$ cat src/design/uart_pkg.sv
////////////////////////////////////////////////////////////
// Shared definitions for the memory-mapped 8N1 UART
// Timing constants, register offsets, Wishbone bus structs,
// the status bits and the two views of a bus write word
////////////////////////////////////////////////////////////
package uart_pkg;

	// Clock cycles per 16x oversample tick
	localparam int TICK_CLKS = 4;
	localparam int OVERSAMPLE = 16; // Ticks per bit on the line
	localparam int BIT_CLKS = TICK_CLKS * OVERSAMPLE; // Clock cycles per serial bit

	// Counter widths and terminal counts derived from the rates above
	localparam int TICK_CNT_W = $clog2(TICK_CLKS);
	localparam int OS_CNT_W = $clog2(OVERSAMPLE);
	localparam logic [TICK_CNT_W-1:0] TICK_LAST = TICK_CNT_W'(TICK_CLKS - 1);
	localparam logic [OS_CNT_W-1:0] OS_LAST = OS_CNT_W'(OVERSAMPLE - 1); // Last tick of a bit
	// Tick at which the middle of the start bit is reached after detection
	localparam logic [OS_CNT_W-1:0] OS_HALF = OS_CNT_W'(OVERSAMPLE / 2 - 1);

	// Byte offsets of the four word registers
	localparam logic [31:0] ADR_CMD = 32'h0000_0000; // Command register always reads zero
	localparam logic [31:0] ADR_STATUS = 32'h0000_0004;
	localparam logic [31:0] ADR_RXBUF = 32'h0000_0008;
	localparam logic [31:0] ADR_TXBUF = 32'h0000_000c;

	// Wishbone classic request from the master
	typedef struct packed {
		logic [31:0] adr;
		logic [31:0] dat; // Write data
		logic we;
		logic stb;
		logic cyc;
	} wb_req_t;

	// Wishbone classic response from the register block
	typedef struct packed {
		logic [31:0] dat; // Read data is valid while ack is high
		logic ack;
	} wb_rsp_t;

	// Low three bits of the status word with cts at bit 0
	typedef struct packed {
		logic ovr; // A byte arrived while rdy was still set
		logic rdy; // Receive buffer holds an unread byte
		logic cts; // Transmitter is idle
	} uart_status_t;

	// Command view of a write word
	typedef struct packed {
		logic [29:0] rsvd;
		logic clear; // Clears rdy and ovr
		logic send;  // Starts a frame from the send buffer
	} cmd_word_t;

	// Data view of a write word
	typedef struct packed {
		logic [23:0] rsvd;
		logic [7:0] data;
	} data_word_t;

	// The same write data means different things at ADR_CMD and ADR_TXBUF
	typedef union packed {
		cmd_word_t cmd;
		data_word_t data;
	} wr_word_u;

endpackage

$ cat src/design/uart_baud_gen.sv
////////////////////////////////////////////////////////////
// Fixed-rate baud generator for the UART
// Pulses tick16 for one clock every TICK_CLKS clocks, which
// paces both the transmitter and the oversampling receiver
////////////////////////////////////////////////////////////
`timescale 1ns/100ps

module uart_baud_gen (
	input logic clk,
	input logic rst,
	output logic tick16
);

	logic [uart_pkg::TICK_CNT_W-1:0] cnt; // Clock cycles since the last tick

	// Free-running divider with a registered tick output
	always_ff @(posedge clk) begin
		if (rst) begin
			cnt <= '0; // Divider restarts from zero
			tick16 <= 1'b0;
		end else if (cnt == uart_pkg::TICK_LAST) begin
			cnt <= '0;
			tick16 <= 1'b1; // One cycle wide on every wrap
		end else begin
			cnt <= cnt + 1'b1;
			tick16 <= 1'b0;
		end
	end

endmodule

$ cat src/design/uart_receiver.sv
////////////////////////////////////////////////////////////
// Oversampling 8N1 receiver
// Finds the start bit, samples each bit in its middle and
// strobes rx_valid for one clock when the stop bit is high
////////////////////////////////////////////////////////////
`timescale 1ns/100ps

module uart_receiver (
	input logic clk,
	input logic rst,
	input logic tick16,
	input logic rxd,
	output logic [7:0] rx_byte,
	output logic rx_valid
);

	typedef enum logic [1:0] {
		RX_IDLE,
		RX_START,
		RX_DATA,
		RX_STOP
	} rx_state_t;

	rx_state_t state;
	logic rxd_meta; // First synchronizer stage
	logic rxd_sync; // Safe to use in the FSM
	logic [uart_pkg::OS_CNT_W-1:0] tick_cnt; // Ticks since the last sample point
	logic [2:0] bit_idx; // Data bit being received

	// The line is asynchronous to clk, so bring it in through two flops
	always_ff @(posedge clk) begin
		if (rst) begin
			rxd_meta <= 1'b1; // Idle line level
			rxd_sync <= 1'b1;
		end else begin
			rxd_meta <= rxd;
			rxd_sync <= rxd_meta;
		end
	end

	always_ff @(posedge clk) begin
		if (rst) begin
			state <= RX_IDLE;
			tick_cnt <= '0;
			bit_idx <= '0;
			rx_valid <= 1'b0;
		end else begin
			rx_valid <= 1'b0; // Strobe, only one cycle long
			if (tick16) begin
				case (state)
					RX_IDLE: begin
						if (!rxd_sync) begin // Falling edge seen on a tick
							state <= RX_START;
							tick_cnt <= '0;
						end
					end
					RX_START: begin
						if (tick_cnt == uart_pkg::OS_HALF) begin
							// Middle of the start bit, a high line here was only a glitch
							state <= rxd_sync ? RX_IDLE : RX_DATA;
							tick_cnt <= '0;
							bit_idx <= '0;
						end else begin
							tick_cnt <= tick_cnt + 1'b1;
						end
					end
					RX_DATA: begin
						if (tick_cnt == uart_pkg::OS_LAST) begin
							tick_cnt <= '0;
							bit_idx <= bit_idx + 1'b1;
							if (bit_idx == 3'd7)
								state <= RX_STOP; // All eight bits are in
						end else begin
							tick_cnt <= tick_cnt + 1'b1;
						end
					end
					RX_STOP: begin
						if (tick_cnt == uart_pkg::OS_LAST) begin
							// Middle of the stop bit, a low level is a framing error and the byte is dropped.
							// If the line is still low the next start is rejected as a glitch
							state <= RX_IDLE;
							tick_cnt <= '0;
							rx_valid <= rxd_sync;
						end else begin
							tick_cnt <= tick_cnt + 1'b1;
						end
					end
					default: state <= RX_IDLE;
				endcase
			end
		end
	end

	// Shift register for the data byte, LSB arrives first and ends up at bit 0
	always_ff @(posedge clk) begin
		if (tick16 && state == RX_DATA && tick_cnt == uart_pkg::OS_LAST)
			rx_byte <= {rxd_sync, rx_byte[7:1]};
	end

	a_rx_valid_pulse: assert property (@(posedge clk) disable iff (rst)
		rx_valid |=> !rx_valid)
		else $error("rx_valid held longer than one cycle");

endmodule

$ cat src/design/uart_transmitter.sv
////////////////////////////////////////////////////////////
// 8N1 serializer for the UART
// Accepts tx_start while cts is high, then sends start bit,
// eight data bits LSB first and stop bit from a register
////////////////////////////////////////////////////////////
`timescale 1ns/100ps

module uart_transmitter (
	input logic clk,
	input logic rst,
	input logic tick16,
	input logic tx_start,
	input logic [7:0] tx_byte,
	output logic cts,
	output logic txd
);

	typedef enum logic [2:0] {
		TX_IDLE,
		TX_WAIT, // Accepted, waiting for the next tick to start
		TX_START,
		TX_DATA,
		TX_STOP
	} tx_state_t;

	tx_state_t state;
	logic [7:0] tx_data; // Byte latched at accept time
	logic [uart_pkg::OS_CNT_W-1:0] tick_cnt; // Ticks spent in the current bit
	logic [2:0] bit_idx;

	assign cts = (state == TX_IDLE); // Clear to send only when nothing is in flight

	// Latch the byte once per frame, later starts are ignored while busy
	always_ff @(posedge clk) begin
		if (tx_start && cts)
			tx_data <= tx_byte;
	end

	always_ff @(posedge clk) begin
		if (rst) begin
			state <= TX_IDLE;
			txd <= 1'b1; // Line idles high
			tick_cnt <= '0;
			bit_idx <= '0;
		end else begin
			case (state)
				TX_IDLE: begin
					if (tx_start)
						state <= TX_WAIT;
				end
				TX_WAIT: begin
					if (tick16) begin // Align the frame with the tick grid
						state <= TX_START;
						txd <= 1'b0;
						tick_cnt <= '0;
					end
				end
				TX_START: begin
					if (tick16) begin
						if (tick_cnt == uart_pkg::OS_LAST) begin
							state <= TX_DATA;
							txd <= tx_data[0];
							bit_idx <= '0;
							tick_cnt <= '0;
						end else begin
							tick_cnt <= tick_cnt + 1'b1;
						end
					end
				end
				TX_DATA: begin
					if (tick16) begin
						if (tick_cnt == uart_pkg::OS_LAST) begin
							tick_cnt <= '0;
							if (bit_idx == 3'd7) begin
								state <= TX_STOP;
								txd <= 1'b1; // Stop bit
							end else begin
								bit_idx <= bit_idx + 1'b1;
								txd <= tx_data[bit_idx + 3'd1];
							end
						end else begin
							tick_cnt <= tick_cnt + 1'b1;
						end
					end
				end
				TX_STOP: begin
					// cts comes back only after a full stop bit on the line
					if (tick16) begin
						if (tick_cnt == uart_pkg::OS_LAST)
							state <= TX_IDLE;
						tick_cnt <= tick_cnt + 1'b1;
					end
				end
				default: begin
					state <= TX_IDLE;
					txd <= 1'b1;
				end
			endcase
		end
	end

	a_idle_line_high: assert property (@(posedge clk) disable iff (rst)
		cts |-> txd)
		else $error("txd low while clear to send");

	a_busy_keeps_byte: assert property (@(posedge clk) disable iff (rst)
		(tx_start && !cts) |=> $stable(tx_data))
		else $error("send during a frame changed the latched byte");

endmodule

$ cat src/design/uart_regs.sv
////////////////////////////////////////////////////////////
// Wishbone classic slave and control for the UART
// Holds the send and receive buffers and the rdy and ovr
// flags, decodes commands and answers each access with ack
////////////////////////////////////////////////////////////
`timescale 1ns/100ps

module uart_regs (
	input logic clk,
	input logic rst,
	input uart_pkg::wb_req_t bus_req,
	output uart_pkg::wb_rsp_t bus_rsp,
	input logic [7:0] rx_byte,
	input logic rx_valid,
	input logic cts,
	output logic [7:0] tx_byte,
	output logic tx_start
);

	logic ack;
	logic [31:0] rd_dat; // Registered read word
	logic [7:0] tx_buf; // Send buffer
	logic [7:0] rx_buf; // Receive buffer
	logic rdy;
	logic ovr;
	logic req;   // A new access seen this cycle
	logic wr_cmd;
	logic wr_txbuf;
	uart_pkg::wr_word_u wr_word;
	uart_pkg::uart_status_t status;

	// Only the first cycle of a request counts, the held cycle under ack is not a new access
	assign req = bus_req.cyc && bus_req.stb && !ack;
	assign wr_cmd = req && bus_req.we && (bus_req.adr == uart_pkg::ADR_CMD);
	assign wr_txbuf = req && bus_req.we && (bus_req.adr == uart_pkg::ADR_TXBUF);
	assign wr_word = bus_req.dat; // Viewed as a command or as a data byte

	assign status = '{ovr: ovr, rdy: rdy, cts: cts};
	assign bus_rsp = '{dat: rd_dat, ack: ack};
	assign tx_byte = tx_buf; // Transmitter latches it when it accepts tx_start

	// Ack rises in the cycle after the request and drops after one cycle
	always_ff @(posedge clk) begin
		if (rst)
			ack <= 1'b0;
		else
			ack <= req;
	end

	// Read mux, the command register and any unmapped offset read zero
	always_ff @(posedge clk) begin
		if (req) begin
			case (bus_req.adr)
				uart_pkg::ADR_STATUS: rd_dat <= {29'b0, status};
				uart_pkg::ADR_RXBUF: rd_dat <= {24'b0, rx_buf};
				uart_pkg::ADR_TXBUF: rd_dat <= {24'b0, tx_buf};
				default: rd_dat <= 32'b0;
			endcase
		end
	end

	always_ff @(posedge clk) begin
		if (rst) begin
			tx_buf <= 8'h00;
			rx_buf <= 8'h00;
			rdy <= 1'b0;
			ovr <= 1'b0;
			tx_start <= 1'b0;
		end else begin
			tx_start <= wr_cmd && wr_word.cmd.send; // One-cycle pulse in the ack cycle
			if (wr_txbuf)
				tx_buf <= wr_word.data.data;
			if (rx_valid)
				rx_buf <= rx_byte; // Newest byte always wins
			if (wr_cmd && wr_word.cmd.clear) begin
				// Clear beats a same-cycle arrival for ovr, the new byte still sets rdy
				rdy <= rx_valid;
				ovr <= 1'b0;
			end else if (rx_valid) begin
				rdy <= 1'b1;
				ovr <= ovr | rdy; // Previous byte was never collected
			end
		end
	end

	a_single_ack: assert property (@(posedge clk) disable iff (rst)
		ack |=> !ack)
		else $error("ack high in two consecutive cycles");

endmodule

$ cat src/design/uart_top.sv
////////////////////////////////////////////////////////////
// Top level of the memory-mapped UART
// Connects the Wishbone register block to the baud
// generator, the transmitter and the receiver
////////////////////////////////////////////////////////////
`timescale 1ns/100ps

module uart_top (
	input logic clk,
	input logic rst,
	input uart_pkg::wb_req_t bus_req,
	output uart_pkg::wb_rsp_t bus_rsp,
	output logic txd,
	input logic rxd
);

	logic tick16; // 16x oversample tick shared by both directions
	logic tx_start;
	logic [7:0] tx_byte;
	logic cts;
	logic [7:0] rx_byte;
	logic rx_valid;

	uart_regs u_regs (
		.clk(clk),
		.rst(rst),
		.bus_req(bus_req),
		.bus_rsp(bus_rsp),
		.rx_byte(rx_byte),
		.rx_valid(rx_valid),
		.cts(cts),
		.tx_byte(tx_byte),
		.tx_start(tx_start)
	);

	uart_baud_gen u_baud (
		.clk(clk),
		.rst(rst),
		.tick16(tick16)
	);

	uart_transmitter u_tx (
		.clk(clk),
		.rst(rst),
		.tick16(tick16),
		.tx_start(tx_start),
		.tx_byte(tx_byte),
		.cts(cts),
		.txd(txd)
	);

	uart_receiver u_rx (
		.clk(clk),
		.rst(rst),
		.tick16(tick16),
		.rxd(rxd),
		.rx_byte(rx_byte),
		.rx_valid(rx_valid)
	);

endmodule

$ cat config.mk
export PLATFORM = sky130hd
export DESIGN_NAME = uart_top
export DESIGN_NICKNAME = d
export VERILOG_FILES = /design/src/design/uart_pkg.sv /design/src/design/uart_baud_gen.sv /design/src/design/uart_receiver.sv /design/src/design/uart_transmitter.sv /design/src/design/uart_regs.sv /design/src/design/uart_top.sv
export SDC_FILE = /design/constraint.sdc
export NUM_CORES = 1
export LEC_CHECK = 0
export ABC_AREA = 1
export BUFFER_PORTS_ARGS = -buffer_cell sky130_fd_sc_hd__buf_2
export CAP_MARGIN = 15
export CELL_PAD_IN_SITES_DETAIL_PLACEMENT = 0
export CELL_PAD_IN_SITES_GLOBAL_PLACEMENT = 2
export CORE_UTILIZATION = 31
export DETAILED_ROUTE_END_ITERATION = 8
export GPL_ROUTABILITY_DRIVEN = 1
export MAX_ROUTING_LAYER = met4
export PLACE_DENSITY = 0.92
export SKIP_CTS_REPAIR_TIMING = 1
export SYNTH_ARGS = -nofsm -noshare
export SYNTH_HDL_FRONTEND = slang
export SYNTH_HIERARCHICAL = 1
export SYNTH_SLANG_ARGS = --single-unit
$ cat constraint.sdc
create_clock -name clk -period 3.02 [get_ports clk]
set_clock_uncertainty 0.2 [all_clocks]
set_input_delay 0.151 -clock clk [delete_from_list [all_inputs] [get_ports clk]]
set_output_delay 0.151 -clock clk [all_outputs]
set_load 0.02 [all_outputs]
==> impl_summary.txt, run 1 <==
----------------------------------------------------
[Timing]
  F_max ... 569.6 MHz
  Normalized max-slew margin ... 59.94%
  Setup TNS Final ... 0 ps
  Slew Viols, Final ... 0
  Min Clock Period, post-route ... 1756 ps
  Final count of hold timing violations ... 0
  Actual transition at the worst max-transition pin ... 598.7 ps
  Number of setup violations in the final report ... 0
  Ratio of final minimum period to clock period ... 58.14%
  Setup repair after global routing missed its margin ... false
  Min setup slack post-route ... 1264 ps

[Routing]
  Residual DRC count ... 0
  Via Count ... 2941
  Post-route ant nets ... 0
  Detailed-routing iteration count for the pre-antenna-repair pass ... 4
  Vias per std cell ... 4.396
  Iter 0 DRT Violations ... 183
  Wire length per cell ... 10.90 um
  Routed wire length ... 7295 um

[Global route]
  Number of antenna violations at the first check in global routing ... 0
  Largest net degree at the start of global routing ... 20
  Combined global-route utilization of all metal layers ... 13.32%
  Vias in the first global route ... 2567
  Wire length of the first global-routing pass ... 11700 um
  Residual overflow from global routing ... 0

[Power and ir drop]
  Net switching fraction of the power ... 20.37%
  Portion of total power attributed to sequential cells ... 40.8%
  Combinational fraction of design power ... 5.0%
  Switching power total ... 490.2 uW
  Total power density per cell area ... 553.8 nW/um^2
  Internal Pwr Total ... 1.916 mW
  Largest voltage drop on the vdd net ... 0.0002331 V
  Clock power frac ... 54.2%
  Static power due to leakage ... 1.959 nW

[Clock network]
  CTS clk-pin slew, worst paths ... 60 ps
  Root Buffer Master ... sky130_fd_sc_hd__clkbuf_16
  Number of sinks handled by clock tree synthesis ... 70
  Worst-Skew Late Latency ... 330 ps
  Total clock buffers created by CTS ... 9
  CTS tree ... done
  Buffers from clock root to sink, at most ... 2
  CTS H-Tree Depth ... 3

[Setup path]
  Maximum fanout encountered on the critical timing path ... 16
  Worst r2r path cells ... 9
  Endpoint arrival time on the critical path ... 1780 ps
  Critical setup path kind ... in -> reg
  Required time at the endpoint of the critical path ... 3040 ps
  Kind of start point of the critical path ... input pin
  CP endpoint kind ... flip-flop

[Floorplanning]
  Effective utilization at floorplan ... 32.31%
  Area of the die ... 11880 sq um
  Std-Cell Rows ... 38
  Floorplan core area ... 10980 sq um
  I/O pin total ... 104
  Vertical die dimension ... 109.0 um
  Die span in x ... 109.0 um

[Synthesis]
  Fraction of registers with async set or reset after synthesis ... 0%
  Distinct cell type count of the synthesized netlist ... 35
  Number of cells produced by synthesis ... 454
  Cell types occupying the most area after synthesis ... sky130_fd_sc_hd__dfxtp_1, sky130_fd_sc_hd__edfxtp_1, sky130_fd_sc_hd__nand2_1, sky130_fd_sc_hd__nor2_1, sky130_fd_sc_hd__nand3_1
  Primary flip-flop cell chosen by synthesis mapping ... sky130_fd_sc_hd__dfxtp_1
  Syn_area_per_cell ... 7.816 sq um
  Cell with the most instances after synthesis ... sky130_fd_sc_hd__nand2_1
  Number of synthesized flops with an enable pin ... 24
  Syn Std Cell Area ... 3548 sq um
  Top cell types by occurrence after synthesis ... sky130_fd_sc_hd__nand2_1, sky130_fd_sc_hd__nor2_1, sky130_fd_sc_hd__dfxtp_1
  Flop and latch count out of synthesis ... 70
  Seq/Total Area, Yosys ... 46.26%
  Share of the synthesized area in the top cell type ... 25.95%
  Yosys warnings ... 6
  Cell taking the most area after synthesis ... sky130_fd_sc_hd__dfxtp_1

[Place]
  Placed instance area ... 3865 sq um
  Half-perimeter wire length after detailed placement ... 5360 um
  Buffers on Ports ... 55
  Worst slack, placed ... 1263 ps
  Final Wtd Congestion ... 0.7871

[Run status]
  Result of the run ... completed

[Cells and area]
  Number of antenna cells inserted ... 0
  Post-synthesis to final-layout area growth ... 22.46%
  # nets final ... 601
  Finished Cell Area ... 4345 sq um
  Fraction of layout instances using a drive strength above 1 ... 21.74%
  Number of filler instances in the final layout ... 1136

[Hold path]
  Hold crit path type ... in -> reg
  Worst hold path stage count ... 5

[Job]
  Max-capacitance violation count ... 0

----------------------------------------------------
[path summary, 6_finish.rpt]
kind / from / endpoint / slack (ps)
max reg2reg: u_tx/bit_idx[0] / u_tx/state[2] / 1270
min: bus_req[2] / u_regs/tx_start / 7
max: bus_req[1] / u_regs/tx_byte[5] / 1260
min reg2reg: u_baud/cnt[0] / u_baud/cnt[0] / 210
[per-layer routing]
metal,vias to the layer above,global-route usage [%],part of all wire (%)
li1,1545,-,-
met1,1298,16.91,47
met2,94,20.35,45
met3,4,3.586,7.0
met4,0,4.633,1.0
met5,-,-,0
[registers in the layout, indices dropped and copies added, names as in the netlist, 2 cells and up, named ones only]
| signal | count |
|---|---|
| u_baud/cnt | 2 |
| u_regs/rd_dat | 8 |
| u_regs/rx_buf | 8 |
| u_regs/tx_byte | 8 |
| u_rx/bit_idx | 3 |
| u_rx/rx_byte | 8 |
| u_rx/tick_cnt | 4 |
| u_tx/bit_idx | 3 |
| u_tx/state | 3 |
| u_tx/tick_cnt | 4 |
| u_tx/tx_data | 8 |
[logic make-up (layout without fill, tap and decap cells)]
| logic type | after synthesis | in the layout | synth area share (%) |
|---|---|---|---|
| DFF | 70 | 70 | 46.26 |
| and+or+nand+nor | 248 | 248 | 32.19 |
| other | 1 | 24 | 0.1057 |
| adders and majority gates | 7 | 7 | 2.468 |
| xor gates and xnor gates | 1 | 1 | 0.2469 |
| buffers and inverters | 83 | 135 | 11.95 |
| AOI/OAI and AO/OA | 44 | 44 | 6.770 |
[cell type report]
| cell class | instances | area [sq um] | area share, % |
|---|---|---|---|
| sequential | 70 | 1642 | 37.78 |
| multi-input combinational | 324 | 1569 | 36.11 |
| timing repair buffer | 67 | 392.9 | 9.041 |
| clock buffer | 9 | 225.2 | 5.183 |
| inverter | 52 | 196.4 | 4.521 |
| tap | 140 | 175.2 | 4.031 |
| clock inverter | 7 | 145.1 | 3.340 |
[critical path, cell delays in order]
cell and delay (ps):
sky130_fd_sc_hd__dlygate4sd3_1 520, sky130_fd_sc_hd__buf_2 90, sky130_fd_sc_hd__nand3_1 80, sky130_fd_sc_hd__inv_1 320, sky130_fd_sc_hd__nand2_1 140, sky130_fd_sc_hd__inv_2 240
sky130_fd_sc_hd__nand3_1 120, sky130_fd_sc_hd__nand2_1 70, sky130_fd_sc_hd__nor2_1 50
[power groups by stage]
stage	clock, mW	combinational [mW]	sequential [mW]
2_1_floorplan	0	0.0869	1.00
3_3_place_gp	0	0.109	1.00
3_5_place_dp	0	0.110	1.00
4_1_cts	1.34	0.111	0.982
5_1_grt	1.38	0.135	0.982
6_report	1.30	0.121	0.982
[through the flow]
step	hold slack [ps]	cells	total power [mW]	utilization [%]
after floorplan	20.07	477	1.090	-
after global placement	139.2	642	1.111	35.19
after detailed placement	147.1	642	1.113	35.19
after CTS	-202.8	658	2.428	38.56
after global routing	64.02	669	2.494	39.56
final	7.081	669	2.407	39.56
[cells in the final DEF (no fill, tap or decap), types with 2 or more instances in the layout]
master,n
sky130_fd_sc_hd__nand2_4,2
sky130_fd_sc_hd__inv_2,7
sky130_fd_sc_hd__dlygate4sd3_1,11
sky130_fd_sc_hd__dfxtp_1,46
sky130_fd_sc_hd__nand3_2,5
sky130_fd_sc_hd__o21bai_1,2
sky130_fd_sc_hd__a21oi_1,23
sky130_fd_sc_hd__o21ai_0,14
sky130_fd_sc_hd__nand2_1,99
sky130_fd_sc_hd__nand2_2,5
sky130_fd_sc_hd__bufinv_16,4
sky130_fd_sc_hd__nor3_1,3
sky130_fd_sc_hd__nor2_4,4
sky130_fd_sc_hd__nor2_2,12
sky130_fd_sc_hd__nand4_1,2
sky130_fd_sc_hd__nand3_1,42
sky130_fd_sc_hd__nor2_1,68
sky130_fd_sc_hd__and2_2,2
sky130_fd_sc_hd__clkbuf_16,9
sky130_fd_sc_hd__ha_1,7
sky130_fd_sc_hd__inv_1,43
sky130_fd_sc_hd__buf_2,55
sky130_fd_sc_hd__edfxtp_1,24
sky130_fd_sc_hd__or2_2,2
sky130_fd_sc_hd__conb_1,24
Note: power is estimated with default switching activity, not from simulation.
==> inputs of run 2 (changes only) <==
ABC_AREA = 0   (was 1)
CORE_UTILIZATION = 28   (was 31)
PLACE_DENSITY = 0.82   (was 0.92)
clock period = 1.53 ns   (was 3.02 ns; I/O delays follow)
==> run 2 against run 1 <==
The flow now finishes with violations (negative setup slack). Die area rose by 6.7%. Synthesized area fell by 3.5%. Worst setup slack got worse by 1700 ps. Sequential power rose by 98%. Hold slack improved by 44 ps. Combinational power rose by 120%. Critical path type is now reg -> reg. Critical endpoint is now u_tx/txd.
==> impl_summary.txt, run 2 <==
----------------------------------------------------
[Timing]
  Final count of hold timing violations ... 0
  Setup repair after global routing missed its margin ... true
  Setup TNS Final ... -704.7 ps
  F_max ... 513.7 MHz
  Ratio of final minimum period to clock period ... 127.2%
  Number of setup violations in the final report ... 16
  Min Clock Period, post-route ... 1947 ps
  Min setup slack post-route ... -416.8 ps
  Slew Viols, Final ... 0

[Clock network]
  Worst-Skew Late Latency ... 330 ps
  Total clock buffers created by CTS ... 9
  CTS clk-pin slew, worst paths ... 50 ps
  Root Buffer Master ... sky130_fd_sc_hd__clkbuf_16
  Buffers from clock root to sink, at most ... 2
  Number of sinks handled by clock tree synthesis ... 70
  CTS H-Tree Depth ... 3
  CTS tree ... done

[Setup path]
  Worst r2r path cells ... 5
  Required time at the endpoint of the critical path ... 1550 ps
  CP endpoint kind ... flip-flop
  Kind of start point of the critical path ... flip-flop
  R2R Setup Slk ... -420 ps
  Critical setup path kind ... reg -> reg
  Maximum fanout encountered on the critical timing path ... 3
  Endpoint arrival time on the critical path ... 1970 ps

[Synthesis]
  Cell taking the most area after synthesis ... sky130_fd_sc_hd__dfxtp_1
  Cell types occupying the most area after synthesis ... sky130_fd_sc_hd__dfxtp_1, sky130_fd_sc_hd__edfxtp_1, sky130_fd_sc_hd__mux2i_1, sky130_fd_sc_hd__buf_4, sky130_fd_sc_hd__ha_1
  Flop and latch count out of synthesis ... 70
  Number of synthesized flops with an enable pin ... 24
  Share of the synthesized area in the top cell type ... 26.90%
  Number of cells produced by synthesis ... 319
  Top cell types by occurrence after synthesis ... sky130_fd_sc_hd__dfxtp_1, sky130_fd_sc_hd__buf_4, sky130_fd_sc_hd__edfxtp_1
  Cell with the most instances after synthesis ... sky130_fd_sc_hd__dfxtp_1
  Primary flip-flop cell chosen by synthesis mapping ... sky130_fd_sc_hd__dfxtp_1
  Seq/Total Area, Yosys ... 47.95%
  Syn_area_per_cell ... 10.73 sq um
  Yosys warnings ... 6
  Syn Std Cell Area ... 3423 sq um
  Distinct cell type count of the synthesized netlist ... 62
  Fraction of registers with async set or reset after synthesis ... 0%

[Routing]
  Via Count ... 2692
  Vias per std cell ... 4.610
  Post-route ant nets ... 0
  Iter 0 DRT Violations ... 115
  Residual DRC count ... 0
  Routed wire length ... 7514 um
  Detailed-routing iteration count for the pre-antenna-repair pass ... 4
  Wire length per cell ... 12.87 um

[Global route]
  Wire length of the first global-routing pass ... 11900 um
  Number of antenna violations at the first check in global routing ... 0
  Combined global-route utilization of all metal layers ... 12.40%
  Residual overflow from global routing ... 0
  Largest net degree at the start of global routing ... 35
  Vias in the first global route ... 2614

[Hold path]
  Worst hold path stage count ... 5
  Hold crit path type ... in -> reg

[Job]
  Max-capacitance violation count ... 0

[Power and ir drop]
  Combinational fraction of design power ... 6.0%
  Portion of total power attributed to sequential cells ... 43.6%
  Clock power frac ... 50.4%
  Switching power total ... 936.9 uW
  Internal Pwr Total ... 3.511 mW
  Largest voltage drop on the vdd net ... 0.0005303 V
  Net switching fraction of the power ... 21.06%
  Static power due to leakage ... 1.844 nW
  Total power density per cell area ... 930.1 nW/um^2

[Cells and area]
  Post-synthesis to final-layout area growth ... 39.69%
  Most common cell after layout, fill and taps aside ... sky130_fd_sc_hd__buf_2
  Fraction of layout instances using a drive strength above 1 ... 43.48%
  Commonest non-fill, non-tap cells in the layout ... sky130_fd_sc_hd__buf_2, sky130_fd_sc_hd__buf_4, sky130_fd_sc_hd__dfxtp_1
  Final cell utilization of the core ... 39.98%
  Number of antenna cells inserted ... 0
  # nets final ... 509

[Run status]
  Failing checks ... negative setup slack
  Result of the run ... finished, violations left

[Floorplanning]
  Area of the die ... 12670 sq um
  Std-Cell Rows ... 40
  I/O pin total ... 104
  Vertical die dimension ... 112.6 um
  Die span in x ... 112.6 um
  Effective utilization at floorplan ... 28.62%
  Floorplan core area ... 11960 sq um

[Place]
  Worst slack, placed ... -434.9 ps
  Final Wtd Congestion ... 0.8003
  Buffers on Ports ... 55
  Half-perimeter wire length after detailed placement ... 5482 um

----------------------------------------------------
==> run 2: critical path: stages, from the launching register on <==
cell and delay, ps:
sky130_fd_sc_hd__dfxtp_2 330, sky130_fd_sc_hd__ha_4 280, sky130_fd_sc_hd__mux4_2 490, sky130_fd_sc_hd__mux2_4 280, sky130_fd_sc_hd__a211oi_2 180, sky130_fd_sc_hd__o21ai_1 70
==> run 2: final cells by class <==
cell class                      instances  area (sq um)
Inverter                                8         30.03
Timing Repair Buffer                  115         782.0
Multi-Input combinational cell        228          1793
Clock buffer                           11         242.7
Tap cell                              147         183.9
Sequential cell                        70          1669
Clock inverter                          5         81.33
Fill cell                            1188          7179
==> run 2: layer usage <==
layer	up-vias	share of wire (%)	global-route usage (%)
met1	1299	42	13.16
li1	1350	-	-
met5	-	0	-
met3	8	3.0	4.158
met4	0	1.1	3.200
met2	35	54	22.02
==> run 2: worst paths after layout <==
path | start | end
hold / removal | bus_req[55] | u_regs/tx_start
hold reg to reg | u_rx/rxd_meta | u_rx/rxd_sync
setup / recovery | u_tx/bit_idx[0] | u_tx/txd
setup reg to reg | u_tx/bit_idx[0] | u_tx/txd
==> run 2: logic make-up (layout without fill, tap and decap cells) <==
logic type                 after synthesis  after routing  share of synthesized area (%)
muxes                                   24             24                          8.041
xor gates and xnor gates                 1              1                         0.2559
buffers and inverters                   45            139                          8.151
adders and majority gates                7              7                          2.558
DFF                                     70             70                          47.95
AOI/OAI and AO/OA                       49             49                          10.27
other                                    1             24                         0.1095
and+or+nand+nor                        122            123                          22.66
==> run 2: power by group through the flow <==
stage / Combinational (mW) / Clock [mW] / Sequential, mW
final: 0.267 / 2.24 / 1.94
after global routing: 0.293 / 2.39 / 1.94
after CTS: 0.240 / 2.30 / 1.94
after detailed placement: 0.240 / 0 / 1.98
after global placement: 0.236 / 0 / 1.98
after floorplan: 0.164 / 0 / 1.99
==> run 2: metrics by stage <==
stage	hold slack (ps)	total power [mW]	instance area, sq um	cells
finish	51.02	4.448	4782	584
global placement	62.86	2.216	4177	555
CTS	-281.6	4.477	4501	571
detailed placement	63.12	2.221	4177	555
floorplan	-57.71	2.151	3581	342
global route	81.58	4.617	4782	584
